**src/include/ew_macros.svh**
```systemverilog
// widths shared by RTL and testbench; the int datapath assumes EW_DATA_W of 32
// and EW_IN_W no wider than EW_DATA_W
`ifndef EW_MACROS_SVH
`define EW_MACROS_SVH

// ===========================================================================
// stream widths
// ===========================================================================
`define EW_IN_W 16        // operand stream width
`define EW_DATA_W 32      // main data width

// ===========================================================================
// register field widths
// ===========================================================================
`define EW_CVT_SHIFT_W 6  // converter truncate field
`define EW_MUL_SHIFT_W 10 // multiplier truncate field
`define EW_SCALE_W 16     // converter scale field

`endif

```
**src/hw/ew_data_pkg.sv**
```systemverilog
// payload types for the integer y datapath
`default_nettype none

`include "ew_macros.svh"

package ew_data_pkg;

  // ===========================================================================
  // stream payloads
  // ===========================================================================
  typedef logic signed [`EW_IN_W-1:0] ew_operand_t;   // raw operand beat
  typedef logic signed [`EW_DATA_W-1:0] ew_data_t;    // data word, converted operand

  // ===========================================================================
  // alu algorithm encoding
  // ===========================================================================
  typedef enum logic [1:0] {
    EW_ALU_MAX  = 2'd0,   // reset value
    EW_ALU_MIN  = 2'd1,
    EW_ALU_ADD  = 2'd2,   // saturating
    EW_ALU_PASS = 2'd3
  } ew_alu_algo_e;

endpackage

`default_nettype wire

```
**src/hw/ew_cfg_pkg.sv**
```systemverilog
// register set layouts; all-zero means bypass off, algo max, register operands
`default_nettype none

`include "ew_macros.svh"

package ew_cfg_pkg;
  import ew_data_pkg::*;

  typedef struct packed {
    logic bypass;
    ew_data_t offset;                       // subtracted before scaling
    logic signed [`EW_SCALE_W-1:0] scale;
    logic [`EW_CVT_SHIFT_W-1:0] truncate;   // arithmetic right shift
  } ew_cvt_cfg_t;

  typedef struct packed {
    logic bypass;
    ew_alu_algo_e algo;
    logic src;                              // 1 = operand from stream
    ew_data_t operand;
  } ew_alu_cfg_t;

  typedef struct packed {
    logic bypass;
    logic prelu;                            // scale negative values only
    logic src;
    ew_data_t operand;
    logic [`EW_MUL_SHIFT_W-1:0] truncate;
  } ew_mul_cfg_t;

  typedef struct packed {
    ew_cvt_cfg_t alu_cvt;
    ew_cvt_cfg_t mul_cvt;
    ew_alu_cfg_t alu;
    ew_mul_cfg_t mul;
  } ew_cfg_t;

endpackage

`default_nettype wire

```
**src/hw/ew_operand_cvt.sv**
```systemverilog
// single-slot converter; cfg must stay stable while an item is held
// result saturates to the signed EW_DATA_W range
`timescale 1ns/1ps
`default_nettype none

`include "ew_macros.svh"

module ew_operand_cvt
  import ew_data_pkg::*, ew_cfg_pkg::*;
(
  input  wire         autosa_core_clk,
  input  wire         autosa_core_rstn,
  input  ew_cvt_cfg_t cfg,
  input  ew_operand_t in_pd,
  input  wire         in_pvld,
  output logic        in_prdy,
  output ew_data_t    out_pd,
  output logic        out_pvld,
  input  wire         out_prdy
);

  localparam int DIFF_W = `EW_DATA_W + 1;          // input minus 32-bit offset
  localparam int PROD_W = DIFF_W + `EW_SCALE_W;    // 49-bit intermediate
  localparam longint SAT_MAX = (longint'(1) <<< (`EW_DATA_W - 1)) - 1;
  localparam longint SAT_MIN = -SAT_MAX - 1;

  logic signed [DIFF_W-1:0] diff;
  logic signed [PROD_W-1:0] prod;
  logic signed [PROD_W-1:0] shifted;
  ew_data_t                 cvt_val;

  // ===========================================================================
  // offset, scale, shift, saturate
  // ===========================================================================
  always_comb begin
    diff    = DIFF_W'(in_pd) - DIFF_W'(cfg.offset);
    prod    = diff * cfg.scale;
    shifted = prod >>> cfg.truncate;
    if (cfg.bypass) begin
      cvt_val = in_pd;                                // sign-extended
    end else if (shifted > SAT_MAX) begin
      cvt_val = ew_data_t'(SAT_MAX);
    end else if (shifted < SAT_MIN) begin
      cvt_val = ew_data_t'(SAT_MIN);
    end else begin
      cvt_val = shifted[`EW_DATA_W-1:0];
    end
  end

  // ===========================================================================
  // output slot
  // ===========================================================================
  assign in_prdy = !out_pvld || out_prdy;            // empty or draining

  always_ff @(posedge autosa_core_clk or negedge autosa_core_rstn) begin
    if (!autosa_core_rstn) begin
      out_pvld <= 1'b0;
    end else if (in_prdy) begin
      out_pvld <= in_pvld;
    end
  end

  always_ff @(posedge autosa_core_clk) begin
    if (in_pvld && in_prdy) begin
      out_pd <= cvt_val;
    end
  end

endmodule

`default_nettype wire

```
**config.mk**
```make
export PLATFORM = sky130hd
export DESIGN_NAME = ew_operand_cvt
export DESIGN_NICKNAME = d
export VERILOG_FILES = /design/src/hw/ew_data_pkg.sv /design/src/hw/ew_cfg_pkg.sv /design/src/hw/ew_operand_cvt.sv
export VERILOG_INCLUDE_DIRS = /design/src /design/src/include
export SDC_FILE = /design/constraint.sdc
export NUM_CORES = 2
export LEC_CHECK = 0
export ABC_AREA = 1
export BUFFER_PORTS_ARGS = -buffer_cell sky130_fd_sc_hd__buf_2
export CORE_ASPECT_RATIO = 0.8
export CORE_UTILIZATION = 60
export DETAILED_ROUTE_END_ITERATION = 16
export PLACE_DENSITY = 0.78
export SYNTH_ARGS = -nofsm -noshare
export SYNTH_HDL_FRONTEND = slang
export SYNTH_SLANG_ARGS = --single-unit
```
**constraint.sdc**
```tcl
create_clock -name autosa_core_clk -period 2.7 [get_ports autosa_core_clk]
set_clock_uncertainty 0.1 [all_clocks]
set_input_delay 0.135 -clock autosa_core_clk [delete_from_list [all_inputs] [get_ports autosa_core_clk]]
set_output_delay 0.135 -clock autosa_core_clk [all_outputs]
set_load 0.02 [all_outputs]
```
==> metrics <==
Top Ports=109; highest cell delay on the worst timing path=0.60 ns; layout cells sized above 1=0.277; GRT overflow=0; CP endpoint kind=flip-flop; vias per inst=5.67; crit start category=input pin; Worst setup endpoint=out_pd[27]$_DFFE_PP_; slack of the critical path=-7.23 ns; Most used DFF post-synth=edfxtp_1; CP most frequent cell=nand2_1; die area=0.0450 mm2; initial antenna violation count=0; global-route wire length before repair=149,000 um; maximum clock rate=101 MHz; wire per inst=19.3 um; RSZ-0062 raised after global routing=true; CTS root buf=clkbuf_16; Starting Density=0.612; Synth Area in Compound Gates=0.0378; drt total wl=96,500 um; r2r setup slk=1.26 ns; Met3 Routed Length=13,800 um; min Tclk post-route=9.93 ns; met1 WL=37,600 um; GP Congestion=1.09; row count=68; TritonCTS Buffers=5; simple-gate share of the synthesized area=0.319; main combinational cell family by area after synthesis=adder cells; CP Buf/Inv Count=15; Slew @ Worst Pin=1.04 ns; Worst Path Arrival=9.85 ns; DR DRC count=0; die height=190 um; Hold WC Path Type=input pin to async pin; post-synthesis register bit count=33; number of synthesized flops with an enable pin=32; failing checks=negative setup slack; largest delay contributor family on the critical path=adder cells; DR vias=28,300; total track usage=0.430; vias in the first global route=27,800; Mapped Cells=3,838; slew margin rel.=0.304; First DRT Iteration DRCs=3,539; Post-Synth Adder-Cell Area=0.448; fillers=3,016; Layout area overhead=29.7%; post-synthesis mux area share=0.000378; Worst R2R End=out_pd[19]$_DFFE_PP_; final worst path period share=3.68; Setup CP Type=input pin to flip-flop; setup TNS=-228.39 ns; Post-DRT Antenna Nets=0; Max Cap Viol=0; final setup fails=32; asr flop ratio synth=0.0303; pre-CTS setup slack=-7.54 ns; Final Hold Slack=0.0692 ns; XOR/XNOR Fraction of Synth Area=0.00826; die width=237 um; Syn Nets=4,562; worst reg-to-reg path cell count=2; htree depth=2; Hold Vio Cnt, Final=0; CP max stage cell=fa_2; later-pin clock latency in the skew report=0.28 ns; core area=0.0433 mm2; pin count of the biggest net entering global routing=51; status=finished with violations; DR WL met2=41,000 um; syn_area_per_cell=6.90 um2; highest metal used=met4; CTS max path bufs=2; Slew Viols, Final=0; CTS tree=built; Placed Instances=4,939; Worst-path clk slew=0.06 ns; Worst setup startpoint=in_pd[0]; WP depth=66; Synth Cell Area=0.0265 mm2; Finished Layout Cells=4,996; CP Data Required Time=2.61 ns; Pre-Repair DR Iteration Count=8; Synth cell types=57; # clock sinks=33; part of the Yosys area used for sequential elements=0.0372; I/O Buffers=108; RR Startpoint=out_pvld$_DFFE_PN0N_; CP Max Fanout=7; Post-DP HPWL=80,400 um; Nets=5,157; Synth warnings=0
==> cells in the final DEF, fill, tap and decap left out, types with 6 or more instances in the layout <==
cell type and count:
nand2_1 950, o211ai_1 9, fa_2 24, buf_4 550
buf_12 42, fa_1 477, o21ai_0 37, nand3_4 11
xnor2_1 11, xor2_1 12, clkinv_1 6, nor2_4 35
buf_2 106, nand2_4 25, a21oi_1 59, ha_4 27
a21oi_2 31, ha_1 120, nand3_1 349, nand2_2 109
clkbuf_16 8, buf_6 22, a21oi_4 8, inv_1 804
nand4_1 27, nor2_2 37, or2_2 30, nor2_1 278
edfxtp_1 32, inv_2 34, nand3_2 91, o21ai_2 6
==> area by class of cell <==
class | instances | area, um2 | area share
Sequential cell | 33 | 986 | 0.0287
Inverter | 849 | 3210 | 0.0935
Tap cell | 560 | 701 | 0.0204
Timing Repair Buffer | 729 | 5900 | 0.172
Clock buffer | 5 | 125 | 0.00364
Clock inverter | 3 | 17.5 | 0.000510
Antenna cell | 2 | 5.00 | 0.000146
Multi-Input combinational cell | 2815 | 23400 | 0.681
==> cells by family after synthesis <==
kind of cell,count (synthesis)
adder cells (fa/ha/maj),649
AND/OR/NAND/NOR,1966
XOR/XNOR,25
buffers and inverters,991
AO/OA/AOI/OAI,173
multiplexers,1
flip-flops,33
==> timing repair <==
item	in CTS	in global routing
endpoints found under the hold margin	2	0
endpoints found under the setup margin	32	32
setup buffers	26	22
hold buffers	2	0
gates resized for setup	151	256
pin swaps	73	89
gates cloned	1	4
==> routing by layer <==
layer  track usage  vias up
met1         0.602    13500
met2         0.645     1853
met3         0.123      299
li1              -    12700
met4         0.136        0
met5             0        -
==> worst min-delay path by stage <==
stage / from / endpoint / slack, ns / cells after the start
2_1_floorplan: autosa_core_rstn / out_pvld$_DFFE_PN0N_ / -0.26 / 0
3_3_place_gp: autosa_core_rstn / out_pvld$_DFFE_PN0N_ / -0.19 / 1
3_5_place_dp: autosa_core_rstn / out_pvld$_DFFE_PN0N_ / -0.19 / 1
4_1_cts: autosa_core_rstn / out_pvld$_DFFE_PN0N_ / 0.05 / 2
5_1_grt: autosa_core_rstn / out_pvld$_DFFE_PN0N_ / 0.08 / 2
6_report: autosa_core_rstn / out_pvld$_DFFE_PN0N_ / 0.07 / 2
==> cell usage after synthesis, types with 3 or more instances <==
library cell | instances | share of area
a21oi_1 | 83 | 0.016
a21oi_2 | 15 | 0.0050
a31oi_1 | 3 | 0.00071
buf_1 | 8 | 0.0011
buf_2 | 19 | 0.0036
buf_4 | 6 | 0.0017
buf_6 | 5 | 0.0021
clkbuf_1 | 89 | 0.013
clkbuf_4 | 3 | 0.00085
clkbuf_8 | 7 | 0.0036
clkinv_1 | 7 | 0.00099
edfxtp_1 | 32 | 0.036
fa_1 | 501 | 0.38
ha_1 | 148 | 0.070
inv_1 | 830 | 0.12
inv_2 | 11 | 0.0016
nand2_1 | 1040 | 0.15
nand2_2 | 43 | 0.010
nand2_4 | 4 | 0.0017
nand3_1 | 428 | 0.081
nand3_2 | 22 | 0.0083
nand3b_1 | 3 | 0.00085
nand4_1 | 27 | 0.0064
nor2_1 | 336 | 0.048
nor2_2 | 13 | 0.0031
nor3_1 | 4 | 0.00076
nor3_2 | 4 | 0.0015
nor4_1 | 3 | 0.00071
o211ai_1 | 9 | 0.0025
o21a_1 | 4 | 0.0011
o21ai_0 | 40 | 0.0076
o21ai_1 | 5 | 0.00094
o21bai_1 | 3 | 0.00085
or2_2 | 31 | 0.0073
xnor2_1 | 12 | 0.0040
xor2_1 | 13 | 0.0043
==> sequential cells by signal, indices dropped and copies added, names as in the netlist <==
signal,count
out_pd,32
out_pvld,1
==> per-stage QoR <==
stage                     area, um2   util
after floorplan               26800      -
after global placement        32100  0.742
after detailed placement      32100  0.742
after CTS                     33100  0.765
after global routing          34400  0.793
final                         34400  0.793
Power is left out: the tool's default activity adds up to more than one toggle a clock period on the data nets, which glitch-free logic cannot reach.
