**src/include/ew_macros.svh**
```systemverilog
// widths shared by RTL and testbench; the int datapath assumes EW_DATA_W of 32
// and EW_IN_W no wider than EW_DATA_W
`ifndef EW_MACROS_SVH
`define EW_MACROS_SVH

// ===========================================================================
// stream widths
// ===========================================================================
`define EW_IN_W 16        // operand stream width
`define EW_DATA_W 32      // main data width

// ===========================================================================
// register field widths
// ===========================================================================
`define EW_CVT_SHIFT_W 6  // converter truncate field
`define EW_MUL_SHIFT_W 10 // multiplier truncate field
`define EW_SCALE_W 16     // converter scale field

`endif

```
**src/hw/ew_data_pkg.sv**
```systemverilog
// payload types for the integer y datapath
`default_nettype none

`include "ew_macros.svh"

package ew_data_pkg;

  // ===========================================================================
  // stream payloads
  // ===========================================================================
  typedef logic signed [`EW_IN_W-1:0] ew_operand_t;   // raw operand beat
  typedef logic signed [`EW_DATA_W-1:0] ew_data_t;    // data word, converted operand

  // ===========================================================================
  // alu algorithm encoding
  // ===========================================================================
  typedef enum logic [1:0] {
    EW_ALU_MAX  = 2'd0,   // reset value
    EW_ALU_MIN  = 2'd1,
    EW_ALU_ADD  = 2'd2,   // saturating
    EW_ALU_PASS = 2'd3
  } ew_alu_algo_e;

endpackage

`default_nettype wire

```
**src/hw/ew_cfg_pkg.sv**
```systemverilog
// register set layouts; all-zero means bypass off, algo max, register operands
`default_nettype none

`include "ew_macros.svh"

package ew_cfg_pkg;
  import ew_data_pkg::*;

  typedef struct packed {
    logic bypass;
    ew_data_t offset;                       // subtracted before scaling
    logic signed [`EW_SCALE_W-1:0] scale;
    logic [`EW_CVT_SHIFT_W-1:0] truncate;   // arithmetic right shift
  } ew_cvt_cfg_t;

  typedef struct packed {
    logic bypass;
    ew_alu_algo_e algo;
    logic src;                              // 1 = operand from stream
    ew_data_t operand;
  } ew_alu_cfg_t;

  typedef struct packed {
    logic bypass;
    logic prelu;                            // scale negative values only
    logic src;
    ew_data_t operand;
    logic [`EW_MUL_SHIFT_W-1:0] truncate;
  } ew_mul_cfg_t;

  typedef struct packed {
    ew_cvt_cfg_t alu_cvt;
    ew_cvt_cfg_t mul_cvt;
    ew_alu_cfg_t alu;
    ew_mul_cfg_t mul;
  } ew_cfg_t;

endpackage

`default_nettype wire

```
**src/hw/ew_alu_mul_core.sv**
```systemverilog
// two-stage alu then multiply; cfg may change only while the pipeline is empty
// stream operands are popped only when their stage uses them
`timescale 1ns/1ps
`default_nettype none

`include "ew_macros.svh"

module ew_alu_mul_core
  import ew_data_pkg::*, ew_cfg_pkg::*;
(
  input  wire         autosa_core_clk,
  input  wire         autosa_core_rstn,
  input  ew_alu_cfg_t alu_cfg,
  input  ew_mul_cfg_t mul_cfg,
  input  ew_data_t    data_pd,
  input  wire         data_pvld,
  output logic        data_prdy,
  input  ew_data_t    alu_op_pd,
  input  wire         alu_op_pvld,
  output logic        alu_op_prdy,
  input  ew_data_t    mul_op_pd,
  input  wire         mul_op_pvld,
  output logic        mul_op_prdy,
  output ew_data_t    out_pd,
  output logic        out_pvld,
  input  wire         out_prdy
);

  localparam longint SAT_MAX = (longint'(1) <<< (`EW_DATA_W - 1)) - 1;
  localparam longint SAT_MIN = -SAT_MAX - 1;

  logic     alu_use, mul_use;
  logic     alu_ok, mul_ok;
  logic     join_go;
  logic     s1_vld, s1_rdy, s2_vld, s2_rdy;
  ew_data_t alu_op, mul_op, alu_res, mul_res;
  ew_data_t s1_data, s1_mul_op, s2_data;

  function automatic ew_data_t sat_data(input logic signed [63:0] v);
    if (v > SAT_MAX) return ew_data_t'(SAT_MAX);
    if (v < SAT_MIN) return ew_data_t'(SAT_MIN);
    return v[`EW_DATA_W-1:0];
  endfunction

  // ===========================================================================
  // join
  // ===========================================================================
  assign alu_use = !alu_cfg.bypass && alu_cfg.src;
  assign mul_use = !mul_cfg.bypass && mul_cfg.src;
  assign alu_ok  = !alu_use || alu_op_pvld;          // operand present or not needed
  assign mul_ok  = !mul_use || mul_op_pvld;

  assign s2_rdy  = !s2_vld || out_prdy;
  assign s1_rdy  = !s1_vld || s2_rdy;

  assign data_prdy   = s1_rdy && alu_ok && mul_ok;
  assign alu_op_prdy = alu_use && s1_rdy && data_pvld && mul_ok;
  assign mul_op_prdy = mul_use && s1_rdy && data_pvld && alu_ok;
  assign join_go     = data_pvld && data_prdy;

  // ===========================================================================
  // stage one, alu
  // ===========================================================================
  always_comb begin
    alu_op = alu_cfg.src ? alu_op_pd : alu_cfg.operand;
    mul_op = mul_cfg.src ? mul_op_pd : mul_cfg.operand;  // carried to stage two
    if (alu_cfg.bypass) begin
      alu_res = data_pd;
    end else begin
      case (alu_cfg.algo)
        EW_ALU_MAX: alu_res = (data_pd > alu_op) ? data_pd : alu_op;
        EW_ALU_MIN: alu_res = (data_pd < alu_op) ? data_pd : alu_op;
        EW_ALU_ADD: alu_res = sat_data(64'(data_pd) + 64'(alu_op));
        default:    alu_res = data_pd;                  // pass
      endcase
    end
  end

  // ===========================================================================
  // stage two, multiply and shift
  // ===========================================================================
  always_comb begin
    if (mul_cfg.bypass) begin
      mul_res = s1_data;
    end else if (mul_cfg.prelu && !s1_data[`EW_DATA_W-1]) begin
      mul_res = s1_data;                                // prelu keeps positives
    end else begin
      mul_res = sat_data((64'(s1_data) * 64'(s1_mul_op)) >>> mul_cfg.truncate);
    end
  end

  always_ff @(posedge autosa_core_clk or negedge autosa_core_rstn) begin
    if (!autosa_core_rstn) begin
      s1_vld <= 1'b0;
      s2_vld <= 1'b0;
    end else begin
      if (s1_rdy) s1_vld <= join_go;
      if (s2_rdy) s2_vld <= s1_vld;
    end
  end

  always_ff @(posedge autosa_core_clk) begin
    if (join_go) begin
      s1_data   <= alu_res;
      s1_mul_op <= mul_op;
    end
    if (s1_vld && s2_rdy) begin
      s2_data <= mul_res;
    end
  end

  assign out_pvld = s2_vld;
  assign out_pd   = s2_data;

endmodule

`default_nettype wire

```
**config.mk**
```make
export PLATFORM = sky130hd
export DESIGN_NAME = ew_alu_mul_core
export DESIGN_NICKNAME = d
export VERILOG_FILES = /design/src/hw/ew_data_pkg.sv /design/src/hw/ew_cfg_pkg.sv /design/src/hw/ew_alu_mul_core.sv
export VERILOG_INCLUDE_DIRS = /design/src /design/src/include
export SDC_FILE = /design/constraint.sdc
export NUM_CORES = 2
export LEC_CHECK = 0
export ABC_CLOCK_PERIOD_IN_PS = 12900
export BUFFER_PORTS_ARGS = -buffer_cell sky130_fd_sc_hd__buf_2
export CAP_MARGIN = 25
export CORE_MARGIN = 4
export CORE_UTILIZATION = 55
export CTS_BUF_LIST = sky130_fd_sc_hd__clkbuf_8
export DETAILED_ROUTE_END_ITERATION = 8
export PLACE_DENSITY = 0.74
export SLEW_MARGIN = 30
export SYNTH_ARGS = -nofsm -noshare
export SYNTH_HDL_FRONTEND = slang
export SYNTH_SLANG_ARGS = --single-unit
```
**constraint.sdc**
```tcl
create_clock -name autosa_core_clk -period 12.9 [get_ports autosa_core_clk]
set_input_delay 0 -clock autosa_core_clk [delete_from_list [all_inputs] [get_ports autosa_core_clk]]
set_output_delay 0 -clock autosa_core_clk [all_outputs]
set_load 0.02 [all_outputs]
```
==> results.md <==
- Outcome: complete, no violations
- Max Slew Vio Count: 0
- Post-synthesis cell count: 5854
- Die width: 313 µm
- Dpl cells: 7111
- Largest net degree at the start of global routing: 64
- First-pass GRT wire length: 268000 µm
- Final setup viols: 0
- Nets: 7501
- Final min period: 12.29 ns
- Max_slew headroom: 0.325
- Grt ovf: 0
- RSZ-0062 raised after global routing: false
- Vias: 43.7k
- Met3 GRT Util: 0.0641
- Cell mode on critical path: fa_1
- Routed WL: 169000 µm
- CTS root buffer: clkbuf_8
- Hold wc startpoint: data_pd[8]
- Buf/Inv on CP: 4
- Initial drt markers: 4026
- Critical path class: reg2reg
- HP Class: in2reg
- Avg Inst Size Synth: 8.75 µm²
- Final hold vios: 0
- P&R area growth vs syn: 7.63%
- Clock skew: 0.0433 ns
- Fin crit share: 0.952
- Via density: 6.03
- Clock Pin Slew Worst Setup and Hold Paths: 0.17 ns
- Drc violations: 0
- GR peak layer: met2
- Antenna Nets Post-Route: 0
- FF+latch count, synth: 98
- Clk_lat worst skew: 0.53 ns
- Maximum capacitance violations: 0
- Mapped Area: 51200 µm²
- Grt met1 use: 0.456
- Die area: 98100 µm²
- Core ar.: 92100 µm²
- Initial Util: 0.556
- Setup TNS Final: 0 ns
- GPL Wtd Cong: 0.986
- Crit. End Element: flop
- Critical Path Start: s1_mul_op[9]
- Share of cells above drive strength 1: 0.0938
- Worst Path Required: 13.24 ns
- CTS buffer count: 9
- Worst Path Arrival: 12.63 ns
- CTS tree: built
- Top_reg_cell synth: edfxtp_1
- Die height: 313 µm
- F_max: 81.4 MHz
- Max Buffers Root-to-Sink: 2
- Setup Buffers After CTS: 0
- Initial antenna violation count: 8
- All-Layer GR Usage: 0.353
- Worst-Margin Slew: 0.986 ns
- Synth async-reset ratio: 0.0204
- Worst path slowest cell: edfxtp_1
- DPL Wire Length: 138000 µm
- Crit start category: flop
- Crit path max fanout: 21
- PortBufs: 218
- Worst flop-to-flop path startpoint: s1_mul_op[9]
- Delay-heaviest family, CP: adder cells
- WL/cell: 23.4 µm
- Yosys cell types: 106
- Ports: 219
- Crit-path max cell delay: 1.02 ns
- Non-filler instance count after layout: 7241
- Met2 Use GR: 0.585
- Post-synth EDFFs: 96
- Syn. warnings: 0
- Rows: 111
- Vias in the first global route: 46.7k
- H-tree depth: 3
- Detailed-router iteration count before antenna repair: 8
- Clk sinks: 98
- Syn nets: 7369
- Seq/Total Area, Yosys: 0.0573
==> metal layers <==
metal	share of wire	vias up
li1	-	18900
met5	0.00025	-
met2	0.47	2129
met4	0.051	6
met1	0.39	22200
met3	0.087	430
==> state kept, by name (all words and copies together), names as in the netlist <==
signal / cells
out_pd: 32
s1_mul_op: 32
s1_data: 32
out_pvld: 1
s1_vld: 1
==> what timing repair did <==
item | CTS | global route
hold endpoints to repair | 66 | 0
gates resized for setup | 0 | 0
hold buffers | 101 | 0
==> layout by cell type (no fill, tap or decap), types with 21 or more instances in the layout <==
master | netlist | routed
a211o_1 | 25 | 25
a211oi_1 | 41 | 41
a21o_1 | 40 | 40
a21oi_1 | 170 | 168
a31oi_1 | 45 | 45
and2_1 | 526 | 526
and3_1 | 22 | 22
buf_2 | 12 | 218
buf_4 | 3 | 141
dlygate4sd3_1 | 0 | 101
edfxtp_1 | 96 | 96
fa_1 | 1083 | 1083
ha_1 | 249 | 249
inv_1 | 1072 | 1070
mux2_2 | 80 | 80
mux2i_1 | 57 | 56
nand2_1 | 668 | 668
nand2b_1 | 31 | 31
nand3_1 | 68 | 68
nand4_1 | 34 | 34
nor2_1 | 348 | 348
nor3_1 | 67 | 66
o211ai_1 | 59 | 59
o21a_1 | 30 | 30
o21ai_0 | 150 | 150
o21bai_1 | 22 | 22
o22ai_1 | 21 | 21
or4_1 | 38 | 38
xnor2_1 | 52 | 52
xor2_1 | 24 | 24
==> kinds of logic (layout without fill, tap and decap cells) <==
| kind of cell | Yosys count | in the layout | synth area share |
|---|---|---|---|
| buffers and inverters | 1431 | 1568 | 0.106 |
| other | 0 | 7 | 0 |
| DFF | 98 | 98 | 0.0573 |
| muxes | 149 | 149 | 0.0340 |
| xor gates and xnor gates | 79 | 79 | 0.0142 |
| and+or+nand+nor | 1883 | 1883 | 0.179 |
| adders and majority gates | 1332 | 1332 | 0.484 |
| AOI/OAI and AO/OA | 882 | 882 | 0.125 |
==> layout make-up <==
type                            instances  area [µm²]
Fill cell                            7994       37000
Sequential cell                        98        2930
Timing Repair Buffer                  479        3460
Clock buffer                           10         138
Multi-Input combinational cell       4325       42900
Tap cell                             1243        1560
Antenna cell                            7        17.5
Inverter                             1073        4030
Clock inverter                          6         105
==> final timing paths <==
path                       cells after the start    endpoint  slack [ns]
min in group asynchronous                      3      s1_vld        0.37
min                                            3  s1_data[8]        0.06
min reg2reg                                    1    out_pvld        0.55
max in group asynchronous                      3    out_pvld       12.40
max reg2reg                                   28   out_pd[0]        0.61
max                                           28   out_pd[0]        0.61
==> worst register-to-register path: cells and delay by family (launching register included) <==
kind	cells	cell delay [ns]
compound gates	6	2.17
fa+ha+maj	9	5.02
buf+inv	4	0.83
flops	1	1.02
simple gates	9	3.06
==> cell usage after synthesis, types with 30 or more instances <==
master	count	area, µm²
nand2b_1	31	194
or4_1	38	285
nand4_1	34	213
o21a_1	30	225
a31oi_1	45	282
and2_1	526	3290
o21ai_0	150	751
mux2i_1	57	571
inv_1	1072	4020
nor3_1	67	335
nand3_1	68	340
nand2_1	668	2510
xnor2_1	52	455
fa_1	1083	21700
a211oi_1	41	308
clkbuf_1	314	1180
ha_1	249	3120
edfxtp_1	96	2880
a21oi_1	170	851
mux2_2	80	901
a21o_1	40	300
o211ai_1	59	443
nor2_1	348	1310
==> through the flow <==
step / utilization / hold slack (ns) / setup WS, ns / instance area, µm²
floorplan: - / -0.296 / 2.38 / 51200
global placement: 0.584 / -0.210 / 0.958 / 53700
detailed placement: 0.584 / -0.210 / 0.736 / 53800
CTS: 0.598 / 0.00335 / 0.626 / 55000
global route: 0.598 / 0.0360 / 0.0222 / 55100
finish: 0.599 / 0.0563 / 0.614 / 55100
Power is left out: the tool's default activity adds up to more than one toggle a clock period on the data nets, which glitch-free logic cannot reach.
